--- src/slurm_pkg.sv ---
/*
 * slurm16 core package
 * Word, register index and immediate types, ALU and branch encodings,
 * opcode classes and core constants
 */
`default_nettype none

package slurm_pkg;

	typedef logic [15:0] word_t;	// Data, address and instruction word
	typedef logic [3:0]  reg_idx_t;	// Sixteen registers
	typedef logic [11:0] imm_hi_t;	// Upper immediate held by the prefix

	// ALU operation, taken from bits 11:8 of an ALU instruction
	typedef enum logic [3:0] {
		ALU_MOV = 4'd0,
		ALU_ADD = 4'd1,
		ALU_SUB = 4'd2,
		ALU_AND = 4'd3,
		ALU_OR  = 4'd4,
		ALU_XOR = 4'd5
	} alu_op_t;

	// Branch condition, taken from bits 10:8 of a branch
	typedef enum logic [2:0] {
		BZ  = 3'd0,	// Zero
		BNZ = 3'd1,	// Not zero
		BS  = 3'd2,	// Sign
		BNS = 3'd3,	// Not sign
		BC  = 3'd4,	// Carry
		BNC = 3'd5,	// Not carry
		BA  = 3'd6,	// Always
		BL  = 3'd7	// Branch link, never taken here
	} branch_cond_t;

	localparam word_t NOP_WORD = 16'h0000;
	localparam word_t RESET_PC = 16'h0000;

	localparam int NUM_REGS    = 16;
	localparam int QUEUE_DEPTH = 2;

	// Top nibble opcode classes
	localparam logic [3:0] OPC_IMM    = 4'h1;
	localparam logic [3:0] OPC_ALU_RR = 4'h2;
	localparam logic [3:0] OPC_ALU_RI = 4'h3;
	localparam logic [3:0] OPC_BRANCH = 4'h4;

	// Inc and dec live under top nibble 0, told apart by the upper byte
	localparam logic [7:0] OPC_INC_BYTE = 8'h02;
	localparam logic [7:0] OPC_DEC_BYTE = 8'h03;

endpackage

`default_nettype wire

--- src/slurm_alu.sv ---
/*
 * slurm16 ALU
 * Mov, add, sub and bitwise ops with zero, sign and carry flags
 */
`timescale 1ns/1ns
`default_nettype none

module slurm_alu import slurm_pkg::*; (
	input  alu_op_t op,
	input  word_t   a,
	input  word_t   b,
	output word_t   result,
	output logic    z,
	output logic    s,
	output logic    c
);

	logic [16:0] sum;	// Extra bit holds carry or borrow

	always_comb begin
		sum    = '0;
		result = b;
		c      = 1'b0;
		case (op)
			ALU_ADD: begin
				sum    = {1'b0, a} + {1'b0, b};
				result = sum[15:0];
				c      = sum[16];
			end
			ALU_SUB: begin
				sum    = {1'b0, a} - {1'b0, b};
				result = sum[15:0];
				c      = sum[16];	// Borrow
			end
			ALU_AND: result = a & b;
			ALU_OR:  result = a | b;
			ALU_XOR: result = a ^ b;
			default: result = b;	// Mov and unused codes
		endcase
	end

	assign z = (result == '0);
	assign s = result[15];

endmodule

`default_nettype wire

--- src/slurm_core.sv ---
/*
 * slurm16 core top level
 * Fetch, instruction queue and execute, with instruction memory
 * and register write-back at the ports
 */
`timescale 1ns/1ns
`default_nettype none

module slurm_core import slurm_pkg::*; (
	input  wire      CLK,
	input  wire      RSTb,

	output logic     mem_valid,
	output word_t    mem_addr,
	input  wire      mem_ready,
	input  word_t    mem_rdata,

	output logic     wb_en,
	output reg_idx_t wb_addr,
	output word_t    wb_data
);

	logic  not_full, push, pop;
	logic  head_valid;
	logic  redirect;
	word_t push_word, head_word, redirect_pc;

	slurm_fetch i_fetch (
		.CLK         (CLK),
		.RSTb        (RSTb),
		.mem_valid   (mem_valid),
		.mem_addr    (mem_addr),
		.mem_ready   (mem_ready),
		.mem_rdata   (mem_rdata),
		.not_full    (not_full),
		.push        (push),
		.push_word   (push_word),
		.redirect    (redirect),
		.redirect_pc (redirect_pc)
	);

	slurm_insn_queue i_queue (
		.CLK        (CLK),
		.RSTb       (RSTb),
		.push       (push),
		.push_word  (push_word),
		.pop        (pop),
		.flush      (redirect),	// Taken branch drops queued words
		.not_full   (not_full),
		.head_valid (head_valid),
		.head_word  (head_word)
	);

	slurm_execute i_execute (
		.CLK         (CLK),
		.RSTb        (RSTb),
		.head_valid  (head_valid),
		.head_word   (head_word),
		.pop         (pop),
		.redirect    (redirect),
		.redirect_pc (redirect_pc),
		.wb_en       (wb_en),
		.wb_addr     (wb_addr),
		.wb_data     (wb_data)
	);

endmodule

`default_nettype wire

--- src/slurm_execute.sv ---
/*
 * slurm16 execute stage
 * Decode of the queue head, immediate prefix, register and flag interlock,
 * branch resolution, and one execute register feeding register write-back
 */
`timescale 1ns/1ns
`default_nettype none

module slurm_execute import slurm_pkg::*; (
	input  wire      CLK,
	input  wire      RSTb,

	// Instruction queue head
	input  wire      head_valid,
	input  word_t    head_word,
	output logic     pop,

	// Branch back to fetch
	output logic     redirect,
	output word_t    redirect_pc,

	// Register write-back
	output logic     wb_en,
	output reg_idx_t wb_addr,
	output word_t    wb_data
);

	logic [3:0]   opc;
	logic         is_nop, is_imm, is_incdec, is_dec;
	logic         is_alu_rr, is_alu_ri, is_branch;
	logic         uses_a, uses_b;
	branch_cond_t cond;
	logic         cond_branch, taken;
	logic         reg_hazard, flag_hazard, issue;

	reg_idx_t rd_a_addr, rd_b_addr;
	word_t    rd_a, rd_b;
	imm_hi_t  imm_hi;	// Prefix for the next instruction

	// Execute register, one instruction in flight
	logic     ex_valid;
	logic     ex_flags;	// In-flight instruction will write the flags
	reg_idx_t ex_dest;
	alu_op_t  ex_op;
	word_t    ex_a, ex_b;

	reg_idx_t nxt_dest;
	alu_op_t  nxt_op;
	word_t    nxt_a, nxt_b;

	word_t alu_result;
	logic  alu_z, alu_s, alu_c;
	logic  flag_z, flag_s, flag_c;

	function automatic logic cond_met(input branch_cond_t cnd, input logic fz, fs, fc);
		case (cnd)
			BZ:      return fz;
			BNZ:     return !fz;
			BS:      return fs;
			BNS:     return !fs;
			BC:      return fc;
			BNC:     return !fc;
			BA:      return 1'b1;
			default: return 1'b0;	// Branch link
		endcase
	endfunction

	// Decode of the head word
	assign opc       = head_word[15:12];
	assign is_nop    = (head_word == NOP_WORD);
	assign is_imm    = (opc == OPC_IMM);
	assign is_dec    = (head_word[15:8] == OPC_DEC_BYTE);
	assign is_incdec = (head_word[15:8] == OPC_INC_BYTE) || is_dec;
	assign is_alu_rr = (opc == OPC_ALU_RR);
	assign is_alu_ri = (opc == OPC_ALU_RI);
	assign is_branch = (opc == OPC_BRANCH);	// Bit 11 ignored as all branches are absolute

	assign rd_a_addr = head_word[7:4];	// ALU destination and first operand
	assign rd_b_addr = head_word[3:0];	// ALU source or inc/dec register
	assign uses_a    = is_alu_rr || is_alu_ri;
	assign uses_b    = is_alu_rr || is_incdec;

	assign cond        = branch_cond_t'(head_word[10:8]);
	assign cond_branch = is_branch && (cond != BA) && (cond != BL);
	assign taken       = cond_met(cond, flag_z, flag_s, flag_c);

	// Interlock against the one instruction in flight
	assign reg_hazard = ex_valid &&
		((uses_a && (ex_dest == rd_a_addr)) || (uses_b && (ex_dest == rd_b_addr)));
	assign flag_hazard = ex_flags && cond_branch;
	assign issue       = head_valid && !reg_hazard && !flag_hazard;

	assign pop         = issue;
	assign redirect    = issue && is_branch && taken;
	assign redirect_pc = {imm_hi, head_word[3:0]};

	// Operands for the execute register
	always_comb begin
		nxt_op   = alu_op_t'(head_word[11:8]);
		nxt_a    = rd_a;
		nxt_b    = rd_b;
		nxt_dest = head_word[7:4];
		if (is_alu_ri)
			nxt_b = {imm_hi, head_word[3:0]};
		if (is_incdec) begin
			nxt_op   = is_dec ? ALU_SUB : ALU_ADD;	// Same register in and out
			nxt_a    = rd_b;
			nxt_b    = 16'd1;
			nxt_dest = head_word[3:0];
		end
	end

	always_ff @(posedge CLK) begin
		if (!RSTb) begin
			ex_valid <= 1'b0;
			ex_flags <= 1'b0;
			imm_hi   <= '0;
			flag_z   <= 1'b0;
			flag_s   <= 1'b0;
			flag_c   <= 1'b0;
		end else begin
			ex_valid <= issue && (is_alu_rr || is_alu_ri || is_incdec);
			ex_flags <= issue && (is_alu_rr || is_alu_ri);	// Inc/dec leave flags alone
			if (issue && !is_nop)
				imm_hi <= is_imm ? head_word[11:0] : '0;	// Used once, then cleared
			if (ex_flags) begin
				flag_z <= alu_z;
				flag_s <= alu_s;
				flag_c <= alu_c;
			end
		end
	end

	always_ff @(posedge CLK) begin
		if (issue) begin
			ex_dest <= nxt_dest;
			ex_op   <= nxt_op;
			ex_a    <= nxt_a;
			ex_b    <= nxt_b;
		end
	end

	slurm_alu i_alu (
		.op     (ex_op),
		.a      (ex_a),
		.b      (ex_b),
		.result (alu_result),
		.z      (alu_z),
		.s      (alu_s),
		.c      (alu_c)
	);

	slurm_regfile i_regfile (
		.CLK       (CLK),
		.RSTb      (RSTb),
		.rd_a_addr (rd_a_addr),
		.rd_b_addr (rd_b_addr),
		.wr_en     (ex_valid),
		.wr_addr   (ex_dest),
		.wr_data   (alu_result),
		.rd_a      (rd_a),
		.rd_b      (rd_b)
	);

	assign wb_en   = ex_valid;
	assign wb_addr = ex_dest;
	assign wb_data = alu_result;

	// A conditional branch only resolves on flags that are already written
	a_flags_settled: assert property (@(posedge CLK) disable iff (!RSTb)
		issue && (is_alu_rr || is_alu_ri) |=> !(issue && cond_branch))
		else $error("conditional branch issued on flags still being written");

endmodule

`default_nettype wire

--- src/slurm_fetch.sv ---
/*
 * slurm16 fetch stage
 * Program counter and instruction memory requests, pushing each
 * accepted word into the instruction queue
 */
`timescale 1ns/1ns
`default_nettype none

module slurm_fetch import slurm_pkg::*; (
	input  wire   CLK,
	input  wire   RSTb,

	// Instruction memory
	output logic  mem_valid,
	output word_t mem_addr,
	input  wire   mem_ready,
	input  word_t mem_rdata,

	// Instruction queue
	input  wire   not_full,
	output logic  push,
	output word_t push_word,

	// Taken branch from execute
	input  wire   redirect,
	input  word_t redirect_pc
);

	word_t pc;
	logic  req_en;	// Set once the core is out of reset

	assign mem_valid = req_en && not_full;	// Only ask when the queue has room
	assign mem_addr  = pc;
	assign push      = mem_valid && mem_ready;
	assign push_word = mem_rdata;

	always_ff @(posedge CLK) begin
		if (!RSTb) begin
			pc     <= RESET_PC;
			req_en <= 1'b0;
		end else begin
			req_en <= 1'b1;
			if (redirect)
				pc <= redirect_pc;	// Branch wins over the step
			else if (push)
				pc <= pc + 16'd1;
		end
	end

	// A waiting request keeps its address until a branch moves it
	a_addr_stable: assert property (@(posedge CLK) disable iff (!RSTb)
		mem_valid && !mem_ready && !redirect |=> $stable(mem_addr))
		else $error("fetch address changed while a request was waiting");

endmodule

`default_nettype wire

--- src/slurm_insn_queue.sv ---
/*
 * Instruction queue
 * Small circular FIFO of instruction words between fetch and execute,
 * emptied by a taken branch
 */
`timescale 1ns/1ns
`default_nettype none

module slurm_insn_queue import slurm_pkg::*; #(
	parameter int DEPTH = QUEUE_DEPTH
) (
	input  wire   CLK,
	input  wire   RSTb,
	input  wire   push,
	input  word_t push_word,
	input  wire   pop,
	input  wire   flush,
	output logic  not_full,
	output logic  head_valid,
	output word_t head_word
);

	localparam int PTR_W = (DEPTH > 1) ? $clog2(DEPTH) : 1;
	localparam int CNT_W = $clog2(DEPTH + 1);

	word_t            mem [DEPTH];
	logic [PTR_W-1:0] wr_ptr;
	logic [PTR_W-1:0] rd_ptr;
	logic [CNT_W-1:0] count;
	logic             do_push;
	logic             do_pop;

	// Wrap at DEPTH, which need not be a power of two
	function automatic logic [PTR_W-1:0] ptr_step(input logic [PTR_W-1:0] p);
		if (p == PTR_W'(DEPTH - 1))
			return '0;
		return p + PTR_W'(1);
	endfunction

	assign not_full   = (count != CNT_W'(DEPTH));
	assign head_valid = (count != '0);
	assign head_word  = mem[rd_ptr];

	assign do_push = push && not_full && !flush;	// Fetched word is stale on a flush
	assign do_pop  = pop && head_valid && !flush;

	always_ff @(posedge CLK) begin
		if (!RSTb || flush) begin
			wr_ptr <= '0;
			rd_ptr <= '0;
			count  <= '0;
		end else begin
			if (do_push)
				wr_ptr <= ptr_step(wr_ptr);
			if (do_pop)
				rd_ptr <= ptr_step(rd_ptr);
			case ({do_push, do_pop})
				2'b10:   count <= count + CNT_W'(1);
				2'b01:   count <= count - CNT_W'(1);
				default: ;	// Both or neither, level unchanged
			endcase
		end
	end

	always_ff @(posedge CLK) begin
		if (do_push)
			mem[wr_ptr] <= push_word;
	end

	// Fetch and execute must respect the queue's levels
	a_push_legal: assert property (@(posedge CLK) disable iff (!RSTb) push |-> not_full)
		else $error("push into a full instruction queue");
	a_pop_legal: assert property (@(posedge CLK) disable iff (!RSTb) pop |-> head_valid)
		else $error("pop from an empty instruction queue");

endmodule

`default_nettype wire

--- src/slurm_regfile.sv ---
/*
 * slurm16 register file
 * Sixteen words, two combinational reads, one synchronous write
 */
`timescale 1ns/1ns
`default_nettype none

module slurm_regfile import slurm_pkg::*; (
	input  wire      CLK,
	input  wire      RSTb,
	input  reg_idx_t rd_a_addr,
	input  reg_idx_t rd_b_addr,
	input  wire      wr_en,
	input  reg_idx_t wr_addr,
	input  word_t    wr_data,
	output word_t    rd_a,
	output word_t    rd_b
);

	word_t regs [NUM_REGS];

	always_ff @(posedge CLK) begin
		if (!RSTb) begin
			for (int i = 0; i < NUM_REGS; i++)
				regs[i] <= '0;
		end else if (wr_en) begin
			regs[wr_addr] <= wr_data;
		end
	end

	// No write bypass, the interlock holds readers back a cycle
	assign rd_a = regs[rd_a_addr];
	assign rd_b = regs[rd_b_addr];

endmodule

`default_nettype wire

--- config.mk ---
export PLATFORM = sky130hd
export DESIGN_NAME = slurm_core
export DESIGN_NICKNAME = d
export VERILOG_FILES = /design/src/slurm_pkg.sv /design/src/slurm_alu.sv /design/src/slurm_core.sv /design/src/slurm_execute.sv /design/src/slurm_fetch.sv /design/src/slurm_insn_queue.sv /design/src/slurm_regfile.sv
export SDC_FILE = /design/constraint.sdc
export NUM_CORES = 1
export LEC_CHECK = 0
export ABC_AREA = 1
export ABC_CLOCK_PERIOD_IN_PS = 6500
export BUFFER_PORTS_ARGS = -buffer_cell sky130_fd_sc_hd__buf_2
export CAP_MARGIN = 0
export CORE_MARGIN = 4
export CORE_UTILIZATION = 43
export DETAILED_ROUTE_END_ITERATION = 8
export PLACE_DENSITY_LB_ADDON = 0.12
export SLEW_MARGIN = 20
export SYNTH_ARGS = -nofsm -noshare
export SYNTH_HDL_FRONTEND = slang
export SYNTH_SLANG_ARGS = --single-unit
--- constraint.sdc ---
create_clock -name CLK -period 6.5 [get_ports CLK]
set_input_delay 0.325 -clock CLK [delete_from_list [all_inputs] [get_ports CLK]]
set_output_delay 0.325 -clock CLK [all_outputs]
set_load 0.02 [all_outputs]
# Word level (Yosys, flattened, before mapping)
# Memory sizes are Yosys's and may differ from the RTL's. A register that Yosys moved wholly into a read port is not among the register bits.
# Index checks and enable logic that the tools add are counted.
dict set report totals {
  reg_bits 78
  latchBits 0
  ram_bits 288
  rom_bits 0
  mem_count 2
}
# memory words width rd rd_clocked_by_memory_dff wr line_no
set memory_table {}
lappend memory_table {i_execute.i_regfile.regs 16 16 2 0 16 slurm_regfile.sv:20} ;# word_t regs [NUM_REGS];
lappend memory_table {i_queue.mem 2 16 1 1 1 slurm_insn_queue.sv:26} ;# word_t mem [DEPTH];
dict set report op_classes {
  addsub 7
  mul 0
  div_mod_pow 0
  order_cmp 0
  eq_ne 24
  shifts 0
  n_mux 34
  bitwise_logic 3
  n_reduce_logical 40
}
# operator n
set ops {}
lappend ops {{$mux 16} 5}
lappend ops {{$pmux 16 s5} 1}
lappend ops {{$logic_not 16->1} 2}
lappend ops {{$mux 1} 20}
lappend ops {{$logic_and 1x1->1} 19}
lappend ops {{$add 16x16->17} 1}
lappend ops {{$sub 16x16->17} 1}
lappend ops {{$add 16x1->16 const B} 1}
lappend ops {{$and 16x16->16} 1}
lappend ops {{$eq 4x2->1 const B} 4}
lappend ops {{$eq 8x2->1 const B} 2}
lappend ops {{$or 16x16->16} 1}
lappend ops {{$reduce_or 16->1} 1}
lappend ops {{$xor 16x16->16} 1}
lappend ops {{$eq 4x3->1 const B} 3}
lappend ops {{$mux 12} 1}
lappend ops {{$mux 4} 3}
lappend ops {{$eq 3x3->1 const B} 3}
lappend ops {{$eq 4x1->1 const B} 2}
lappend ops {{$eq 4x4->1} 2}
lappend ops {{$logic_not 1->1} 8}
lappend ops {{$pmux 1 s7} 1}
lappend ops {{$eq 3x2->1 const B} 2}
lappend ops {{$logic_or 1x1->1} 6}
lappend ops {{13 further kinds} 17}

# Longest topological paths before layout
# Gate-level depths: netlist of run 1.
dict set report logic_depth {
  depth_word 18
  mapped_depth 18
}

# Hierarchy
# From an unflattened synthesis of run 1, not the netlist that was laid out.
dict set report unflattened {
  cells_unflattened 3154
  hier_area_um2 23462.5
}
# module instances cells_per_inst area_per_inst_um2 seq_area_each_um2
set modules_own_cells {}
lappend modules_own_cells {slurm_regfile 1 1966 14813.0 7687.4}
lappend modules_own_cells {slurm_alu 1 595 3163.0 0.0}
lappend modules_own_cells {slurm_execute 1 315 2807.7 1541.5}
lappend modules_own_cells {slurm_insn_queue 1 90 1468.9 1061.0}
lappend modules_own_cells {slurm_fetch 1 188 1209.9 340.3}

# Worst setup path before layout of run 1
# OpenSTA, ideal clock, no wires.
dict set report synth_timing {
  path_kind {register to register}
  startpoint {register with a tool-made name}
  endpoint {register i_queue.count[1]}
  setup_time_ps 66
  arrival_time_ps 2687
  path_slack_ps 3748
  path_stages_with_launch 18
  n_path_buf 2
  synth_period_minus_slack_ps 2752
  cell_sequence {dfxtp_1 inv_1 buf_6 nand2_1 nand2_2 xor2_1 nor3_1 nand3_1 nand2_2 a21boi_4 buf_4 inv_1 nor2_1 ha_1 a21oi_1 o21ai_0 xor2_1 nor2_1}
}
# element line_no
set synth_lines {}
lappend synth_lines {{end signal, assigned} slurm_insn_queue.sv:58} ;# 2'b10: count <= count + CNT_W'(1);
lappend synth_lines {{end signal, assigned} slurm_insn_queue.sv:59} ;# 2'b01: count <= count - CNT_W'(1);
lappend synth_lines {{end, declared} slurm_insn_queue.sv:29} ;# logic [CNT_W-1:0] count;

# Worst setup path after layout of run 1
dict set report layout_timing {
  startpoint {register i_execute.ex_a[0]}
  endpoint {output port wb_data[8]}
}
dict set report layout_between {
  elab_chain_cells 2
  word_cells_on_any_way 3
  cone_classes {2 x add/sub; 1 x mux}
}
# element line_no
set layout_lines {}
lappend layout_lines {{start, declared} slurm_execute.sv:45} ;# word_t ex_a, ex_b;
lappend layout_lines {{start signal, assigned} slurm_execute.sv:138} ;# ex_a <= nxt_a;
lappend layout_lines {{$sub 16x16->17 / $add 16x16->17 (equally long branches)} {slurm_alu.sv:31, slurm_alu.sv:26}}
lappend layout_lines {{$pmux 16 s5 *} slurm_alu.sv:24} ;# case (op)
lappend layout_lines {{end, declared} slurm_core.sv:20} ;# output word_t wb_data
# Every way passes the cells marked *; elsewhere a longest branch is shown, timed or not.

==> flow_summary.yaml, run 1 <==
yosys:
  synth_area_leaders: "edfxtp_1, o21ai_0, nor2_1"
  syn_area_per_cell_um2: 8.01
  synthArstFlopShare_pct: 0
  yosys.cell_types.count: 48
  ys.flop_type: "edfxtp_1"
  synth_area_leader_cell: "edfxtp_1"
  synth.most_common_cell: "nor2_1"
  synth_edf_count: 328
  ys.warnings.count: 0
  ys_seq_elements: 367
  yosys.area.top_type_share_pct: 45.7
  syn_inst: 2692
  synthesis.area_um2: 21600
  synth_nets: 2764
  yosys-top-cells-count: "nor2_1, nand2_1, o21ai_0"
  yosysSeqAreaShare_pct: 49.3
layout:
  final_core_util_pct: 48.3
  finalNonFillerCells: 3376
  final.fill_count: 4851
  nets: 2748
  multiInputGateArea_um2: 8920
  area_growth_pct: 10.4
  drive_gt1_share_pct: 7.01
  regArea_um2: 10600
worst_setup_path:
  path_max_fanout: 17
  endpoint_kind: "output port"
  worst-setup-path-type: "flop to output port"
  cp-start-kind: "flop"
  cp.depth: 15
  cpMaxStageDelayCell: "clkinv_1"
  cp_cell_sequence: "inv_1, ha_1, inv_1, fa_1, nand2_1, nand2_1, nand3_1, nand2_1, nand2_1, nand3_1, nand3_1, nand3_1, nor2_1, clkinv_1, buf_2"
  worstRegToRegCells: 13
  cp.required_ns: 6.17
  cp_slowest_stage_delay_ns: 0.74
  arrival_ns: 4.08
  path_buf_inv: 4
  cp_top_family: "buffers and inverters"
clocking:
  clk_latency_ns: 0.60
  cts_setup_buffers: 0
  cts_tree: "built"
  numCtsBuffers: 44
  path_clk_slew_ns: 0.06
  cts_hold_buf: 16
  clock_sinks: 367
  cts_root_buf: "clkbuf_16"
  cts_resized: 0
  cts_max_level: 2
  clk_path_buf_depth: 3
grt:
  globalRouteTotalUtil_pct: 27.4
  grt_pass1_vias: 17995
  antenna_found_initial: 0
  grt_overflow: 0
  grt_max_degree: 227
  grt_pass1_wl_um: 112000
detailed_routing:
  wl_per_cell_um: 22.4
  ant_nets: 0
  viasPerCell: 5.66
  dr_total_vias: 19122
  remaining_drc_errors: 0
  dr.pass1.iters: 6
  drt-total-wl_um: 75500
  drt_iter0_drc: 2314
power_and_ir_drop:
  p_seq_share_pct: 28.1
  p_int_w: 0.00569
  ir_drop_uv: 244
  p_switching_w: 0.00533
  swShare_pct: 48.4
  power.density_nw_per_um2: 463
  combPwrFrac_pct: 49.4
  clkPwrFrac_pct: 22.5
  power.leakage_nw: 9.82
floorplanning:
  io_pins: 57
  rows: 81
  die_x_um: 232
  start_util_pct: 43.8
  core-area_um2: 49300
  fp.dieH_um: 232
  die_area_um2: 53800
placement:
  dp_slack_ns: 2.42
  dpl.hpwl_um: 50500
  io_buffers: 56
  dp.cells: 3278
  routabilityCongestion: 0.920
outcome:
  status: "finished, final reports clean"
sta:
  setup_ws_ns: 2.10
  relSlewSlack_pct: 25.4
  fmax_mhz: 227
  setup_viol: 0
  hold_slack_ns: 0.215
  finalMaxSlewViolations: 0
  worstMarginPinSlew_ns: 1.12
  tns_ns: 0
  period_needed_ns: 4.40
  min_period_over_period_pct: 67.7
  skew_ns: 0.0428
  hold_violations: 0
  rsz0062_at_grt: "no"
worst_hold_path:
  min_delay_path_depth: 2
  hold_class: "primary input to flop"
job:
  maxCapViolations: 0
[registers in the layout, summed over array words and instances (netlist names), 2 cells and up, named ones only]
| register | flops |
|---|---|
| i_queue.count | 2 |
| i_execute.ex_a | 16 |
| i_execute.wb_addr | 4 |
| i_queue.mem | 32 |
| i_execute.i_regfile.regs | 256 |
| i_fetch.mem_addr | 16 |
| i_execute.ex_b | 16 |
| i_execute.imm_hi | 12 |
| i_execute.ex_op | 4 |
[cells by family (layout without fill, tap and decap cells)]
logic type               after synthesis  in the layout  share of synthesized area [%]
AND/OR/NAND/NOR                     1073           1073                           20.6
flip-flops                           367            367                           49.3
buffers and inverters                507            526                           9.42
XOR/XNOR                              21             21                          0.853
adder cells (fa/ha/maj)               53             53                           3.15
other                                  0              1                              0
AO/OA/AOI/OAI                        671            671                           16.7
[layout by cell type, fill, tap and decap left out, types with 3 or more instances in the layout]
| cell type | synthesis | routed |
|---|---|---|
| o22ai_1 | 21 | 21 |
| a41oi_1 | 11 | 11 |
| nor3_1 | 15 | 15 |
| a21oi_1 | 236 | 236 |
| dlygate4sd3_1 | 0 | 16 |
| nor2_2 | 3 | 5 |
| nand4_1 | 15 | 15 |
| o211ai_1 | 20 | 20 |
| dfxtp_1 | 39 | 39 |
| bufinv_16 | 0 | 4 |
| nor2_1 | 446 | 444 |
| a31oi_1 | 5 | 5 |
| clkbuf_16 | 0 | 45 |
| nand3_1 | 220 | 220 |
| a211oi_1 | 14 | 14 |
| inv_1 | 333 | 332 |
| clkinv_1 | 2 | 10 |
| nand2_1 | 353 | 352 |
| buf_4 | 6 | 31 |
| nand2_2 | 9 | 9 |
| ha_1 | 51 | 51 |
| clkbuf_1 | 99 | 8 |
| clkinv_2 | 0 | 11 |
| o21ai_1 | 12 | 12 |
| buf_2 | 35 | 56 |
| xor2_1 | 19 | 19 |
| nand2_4 | 2 | 3 |
| inv_2 | 6 | 6 |
| edfxtp_1 | 328 | 328 |
| o21ai_0 | 336 | 336 |
[worst paths after layout]
| path | start | to | slack (ns) |
|---|---|---|---|
| worst max-delay path | i_execute.ex_a[0] | wb_data[8] | 2.10 |
| worst min-delay path | RSTb | i_fetch.req_en | 0.21 |
| worst max register to register | flop | i_execute.ex_b[8] | 2.28 |
| worst min register to register | i_queue.wr_ptr | i_queue.wr_ptr | 0.47 |
[final cells by class]
cell class | count | area share [%]
clock inverters | 28 | 1.21
clock buffers | 53 | 4.86
flip-flops and latches | 367 | 44.7
repair buffers | 104 | 2.91
diodes | 1 | 0.0105
inverters | 341 | 5.40
multi-input cells | 1818 | 37.5
well taps | 664 | 3.49
[per-stage QoR]
| step | cell area [µm²] | total power [W] |
|---|---|---|
| CTS | 23800 | 0.0110 |
| global placement | 22200 | 0.00845 |
| finish | 23800 | 0.0110 |
| floorplan | 21600 | 0.00651 |
| global route | 23800 | 0.0116 |
| detailed placement | 22200 | 0.00847 |
[power groups by stage]
stage                     Clock (W)  Sequential [W]  Combinational [W]
final                       0.00248         0.00310            0.00544
after global routing        0.00260         0.00312            0.00590
after global placement            0         0.00314            0.00531
after detailed placement          0         0.00314            0.00533
after CTS                   0.00251         0.00309            0.00535
after floorplan                   0         0.00305            0.00346
[metal layers]
metal / share of wire [%] / global-route usage, % / wire length (µm) / up-vias
met4: 4.6 / 11.7 / 3460 / 0
met2: 45 / 43.3 / 33800 / 892
met5: 0 / 0 / 0 / -
li1: - / - / - / 9007
met1: 43 / 38.2 / 32400 / 9093
met3: 7.7 / 3.57 / 5790 / 130
Note: power is estimated with default switching activity, not from simulation.
==> run 2: changes to the inputs <==
ABC_AREA = 0   (was 1)
ABC_CLOCK_PERIOD_IN_PS = 4300   (was 6500)
clock period = 4.3 ns   (was 6.5 ns; I/O delays follow)
==> run 2 against run 1 <==
Effect of this change:
- core utilization is 1.3 points higher
- non-clock buffer count is 62 higher
- cell area is 2.1% higher
- setup slack worse by 1.9 ns
- via count is 15% lower
- worst hold slack worse by 0.0053 ns
- sequential share of layout area is 0.90 points lower
- critical endpoint is now wb_data[11]
- largest power group unchanged
==> flow_summary.yaml, run 2 <==
clocking:
  clk_latency_ns: 0.59
  numCtsBuffers: 44
  cts_max_level: 2
  cts_root_buf: "clkbuf_16"
  clk_path_buf_depth: 3
  cts_tree: "built"
  clock_sinks: 367
  path_clk_slew_ns: 0.06
floorplanning:
  rows: 81
  die_x_um: 230
  start_util_pct: 43.4
  core-area_um2: 49000
  die_area_um2: 53100
  io_pins: 57
  fp.dieH_um: 230
worst_setup_path:
  worst-setup-path-type: "flop to output port"
  cp-start-kind: "flop"
  worstReg2RegStart: "i_execute.ex_op[2]"
  critical_path.startpoint: "i_execute.ex_b[1]"
  arrival_ns: 3.91
  endpoint_kind: "output port"
  path_max_fanout: 9
  cp.required_ns: 4.09
yosys:
  yosys.cell_types.count: 82
  syn_inst: 1977
  synth_area_leaders: "edfxtp_1, mux4_2, nor2_1"
  yosysSeqAreaShare_pct: 50.0
  synthesis.area_um2: 21300
  synthArstFlopShare_pct: 0
  synth_edf_count: 328
  yosys-top-cells-count: "nor2_1, edfxtp_1, nand2_1"
  synth_nets: 2049
  synth.most_common_cell: "nor2_1"
  yosys.area.top_type_share_pct: 46.3
  ys.flop_type: "edfxtp_1"
  ys.warnings.count: 0
  ys_seq_elements: 367
  synth_area_leader_cell: "edfxtp_1"
  syn_area_per_cell_um2: 10.8
layout:
  layout_commonest_cell: "nor2_1"
  reg_top3: "i_execute.i_regfile.regs x256, i_queue.mem x32"
  final_cell_mix: "nor2_1, edfxtp_1, nand2_1"
  top_register: "i_execute.i_regfile.regs"
  area_growth_pct: 14.3
  final.fill_count: 4456
  multiInputGateArea_um2: 9900
  drive_gt1_share_pct: 16.7
  final_core_util_pct: 49.6
  largest_register_ffs: 256
  nets: 2103
  regArea_um2: 10600
  diodes: 0
grt:
  grt_max_degree: 90
  grt_pass1_vias: 16253
  grt_overflow: 0
  antenna_found_initial: 0
  globalRouteTotalUtil_pct: 26.3
  grt_pass1_wl_um: 105000
sta:
  worstMarginPinSlew_ns: 1.14
  period_needed_ns: 4.13
  finalMaxSlewViolations: 0
  rsz0062_at_grt: "no"
  hold_violations: 0
  fmax_mhz: 242
  min_period_over_period_pct: 96.0
  tns_ns: 0
  skew_ns: 0.0299
  setup_viol: 0
  relSlewSlack_pct: 22.2
power_and_ir_drop:
  power.density_nw_per_um2: 748
  power_w: 0.0182
  ir_drop_uv: 373
  power.leakage_nw: 9.27
placement:
  routabilityCongestion: 0.939
  dpl.hpwl_um: 46900
  io_buffers: 56
detailed_routing:
  wl_per_cell_um: 26.0
  dr.pass1.iters: 6
  drt-total-wl_um: 70900
  dr_total_vias: 16279
  viasPerCell: 5.97
  ant_nets: 0
  remaining_drc_errors: 0
  drt_iter0_drc: 1748
worst_hold_path:
  hold_class: "primary input to flop"
  worstHoldStart: "RSTb"
job:
  maxCapViolations: 0
outcome:
  status: "finished, final reports clean"
[run 2: cell count changes after synthesis, moves of 105 or more]
cell / before / now
o21ai_0: 336 / 49
a21oi_1: 236 / 55
inv_1: 333 / 72
mux2i_1: 0 / 105
nand3_1: 220 / 66
nand2_1: 353 / 187
[run 2: what timing repair did]
action	in CTS	in global routing
hold buffers	16	0
setup buffers	0	5
endpoints found under the setup margin	3	7
hold endpoints to repair	32	0
resized for setup	4	7
[run 2: cell families after synthesis]
family	share of synthesized area (%)
buffers and inverters	4.43
AND/OR/NAND/NOR	16.4
flip-flops	50.0
multiplexers	13.7
XOR/XNOR	1.32
adder cells (fa/ha/maj)	3.19
AO/OA/AOI/OAI	10.9
[run 2: report_power, final]
part | total [W] | internal, W | switching, W
Sequential | 0.00475 | 0.00435 | 0.000399
Combinational | 0.00969 | 0.00324 | 0.00644
Clock | 0.00376 | 0.00221 | 0.00155
Total | 0.0182 | 0.00979 | 0.00840
[run 2: worst paths after layout]
check	end	cells after the start	slack [ns]
worst min-delay path	i_fetch.req_en	2	0.21
worst max-delay path	wb_data[11]	11	0.17
worst min register to register	i_execute.flag_z	2	0.54
worst max register to register	i_execute.flag_z	11	0.66
[run 2: area by class of cell]
cell class,instances,share of cell area (%)
clock buffers,57,4.91
inverters,73,1.13
well taps,664,3.42
repair buffers,166,5.03
multi-input cells,1379,40.8
clock inverters,23,1.02
flip-flops and latches,367,43.7
[run 2: metrics by stage]
stage	setup slack (ns)	instances	hold WS, ns	area (µm²)
3_5_place_dp	0.402	2628	0.407	22600
4_1_cts	0.0413	2724	0.182	24200
2_1_floorplan	0.810	1977	0.243	21300
6_report	0.173	2729	0.210	24300
3_3_place_gp	0.418	2628	0.402	22600
5_1_grt	0.0375	2729	0.214	24300
[run 2: per-layer routing]
metal	vias to the layer above	routed length, µm	share of wire [%]	GRT usage (%)
met5	-	0	0	0
met4	0	2440	3.4	9.02
met3	120	5420	7.6	4.63
met2	706	33900	48	43.3
met1	8120	29200	41	35.3
li1	7333	-	-	-
[run 2: worst max-delay path, cell delays in order, from the launching register on]
cell and delay, ns:
edfxtp_1 0.46, inv_1 0.14, ha_1 0.39, nor2_1 0.19
o311ai_1 0.17, and2_1 0.21, o31a_1 0.36, o31a_1 0.28
and2_1 0.17, o311ai_4 0.61, inv_1 0.15, buf_2 0.21
==> run 3: changes to the inputs <==
ABC_AREA = 1   (was 0)
==> run 3 against run 2 <==
Effect of this change:
- critical path depth rose by 2
- clock skew fell by 0.017 ns
- die area rose by 1.4%
- combinational power fell by 14%
- critical endpoint is now wb_data[9]
- critical path type unchanged
- global-route usage rose by 1.3 points
- register-to-register slack barely moved
==> flow_summary.yaml, run 3 (synthesis gave the netlist of run 1 again) <==
floorplanning:
  die_area_um2: 53800
  die_x_um: 232
  core-area_um2: 49300
  start_util_pct: 43.8
  fp.dieH_um: 232
  io_pins: 57
  rows: 81
grt:
  globalRouteTotalUtil_pct: 27.6
  met3_usage_pct: 3.57
  grt.busiest_layer: "met2"
  grt_max_degree: 79
  antenna_found_initial: 0
  grt_overflow: 0
  globalRouteMet1Util_pct: 37.2
  met2_usage_pct: 45.4
  grt_pass1_vias: 18408
  grt_pass1_wl_um: 113000
clocking:
  cts_hold_buf: 16
  cts_max_level: 2
  cts_root_buf: "clkbuf_16"
  clock_sinks: 367
  numCtsBuffers: 44
  cts_resized: 0
  clk_path_buf_depth: 3
  clk_latency_ns: 0.58
  cts_setup_buffers: 0
  cts_tree: "built"
  path_clk_slew_ns: 0.06
outcome:
  status: "finished, final reports clean"
sta:
  rsz0062_at_grt: "no"
  worstMarginPinSlew_ns: 1.06
  relSlewSlack_pct: 29.0
  min_period_over_period_pct: 85.1
  period_needed_ns: 3.66
  finalMaxSlewViolations: 0
  hold_violations: 0
  fmax_mhz: 273
  setup_ws_ns: 0.640
  tns_ns: 0
  setup_viol: 0
  skew_ns: 0.0129
layout:
  nets: 2784
  diodes: 0
  top_register: "i_execute.i_regfile.regs"
  final_cell_mix: "nor2_1, nand2_1, o21ai_0"
  reg_top3: "i_execute.i_regfile.regs x256, i_queue.mem x32"
  layout_commonest_cell: "nor2_1"
  largest_register_ffs: 256
  area_growth_pct: 11.8
  final_area_um2: 24100
  drive_gt1_share_pct: 8.05
placement:
  post_dp_cell_area_um2: 22500
  routabilityCongestion: 0.946
  io_buffers: 56
  dpl.hpwl_um: 51100
  dp_slack_ns: 0.722
worst_hold_path:
  hold_class: "primary input to flop"
detailed_routing:
  drt-total-wl_um: 75700
  ant_nets: 0
  wl_per_cell_um: 22.2
  dr_total_vias: 19588
  dr.pass1.iters: 6
  viasPerCell: 5.74
  drt_iter0_drc: 2511
  remaining_drc_errors: 0
job:
  maxCapViolations: 0
worst_setup_path:
  endpoint_kind: "output port"
  cp-start-kind: "flop"
  arrival_ns: 3.44
  path_max_fanout: 12
  cp.required_ns: 4.09
  worst-setup-path-type: "flop to output port"
power_and_ir_drop:
  power.density_nw_per_um2: 691
  power.leakage_nw: 10.0
  ir_drop_uv: 330
==> run 3: worst max-delay path: stages, from the launching register on <==
cell and delay (ns):
edfxtp_1 0.39, inv_1 0.08, ha_1 0.48, inv_1 0.14, a21oi_1 0.22, nand3_1 0.19
nand2_1 0.14, nand3_1 0.08, nand2_1 0.06, nand3_1 0.08, nand3_1 0.11, nand2_1 0.51
inv_1 0.16, buf_2 0.18
==> run 3: final cells by class <==
type	instances	area, µm²
sequential	367	10600
timing repair buffer	140	1040
inverter	341	1280
clock inverter	25	233
multi-input combinational	1818	8920
fill	4761	25100
clock buffer	55	1170
tap	664	831
==> run 3: stage by stage <==
step / instances / utilization (%) / hold slack, ns / total power (W)
CTS: 3410 / 48.9 / 0.113 / 0.0166
finish: 3410 / 48.9 / 0.149 / 0.0167
global route: 3410 / 48.9 / 0.134 / 0.0176
detailed placement: 3314 / 45.8 / 0.410 / 0.0128
global placement: 3314 / 45.8 / 0.409 / 0.0128
floorplan: 2692 / - / 0.243 / 0.00983
==> run 3: path summary, 6_finish.rpt <==
| check | start | endpoint | slack, ns | cells after the start |
|---|---|---|---|---|
| worst min register to register | i_queue.wr_ptr | i_queue.wr_ptr | 0.47 | 2 |
| worst max-delay path | i_execute.ex_b[4] | wb_data[9] | 0.64 | 13 |
| worst max register to register | flop | i_execute.ex_b[10] | 0.65 | 14 |
| worst min-delay path | RSTb | i_fetch.req_en | 0.15 | 2 |
==> run 3: layer usage <==
metal / routed length (µm) / vias to the layer above
li1: - / 9080
met1: 31500 / 9424
met2: 35100 / 925
met3: 6130 / 159
met4: 3080 / 0
met5: 0 / -
==> run 3: power breakdown <==
| part | leakage (nW) | internal (W) | switching, W |
|---|---|---|---|
| logic | 5.68 | 0.00223 | 0.00614 |
| registers | 3.63 | 0.00436 | 0.000240 |
| clock network | 0.686 | 0.00217 | 0.00153 |
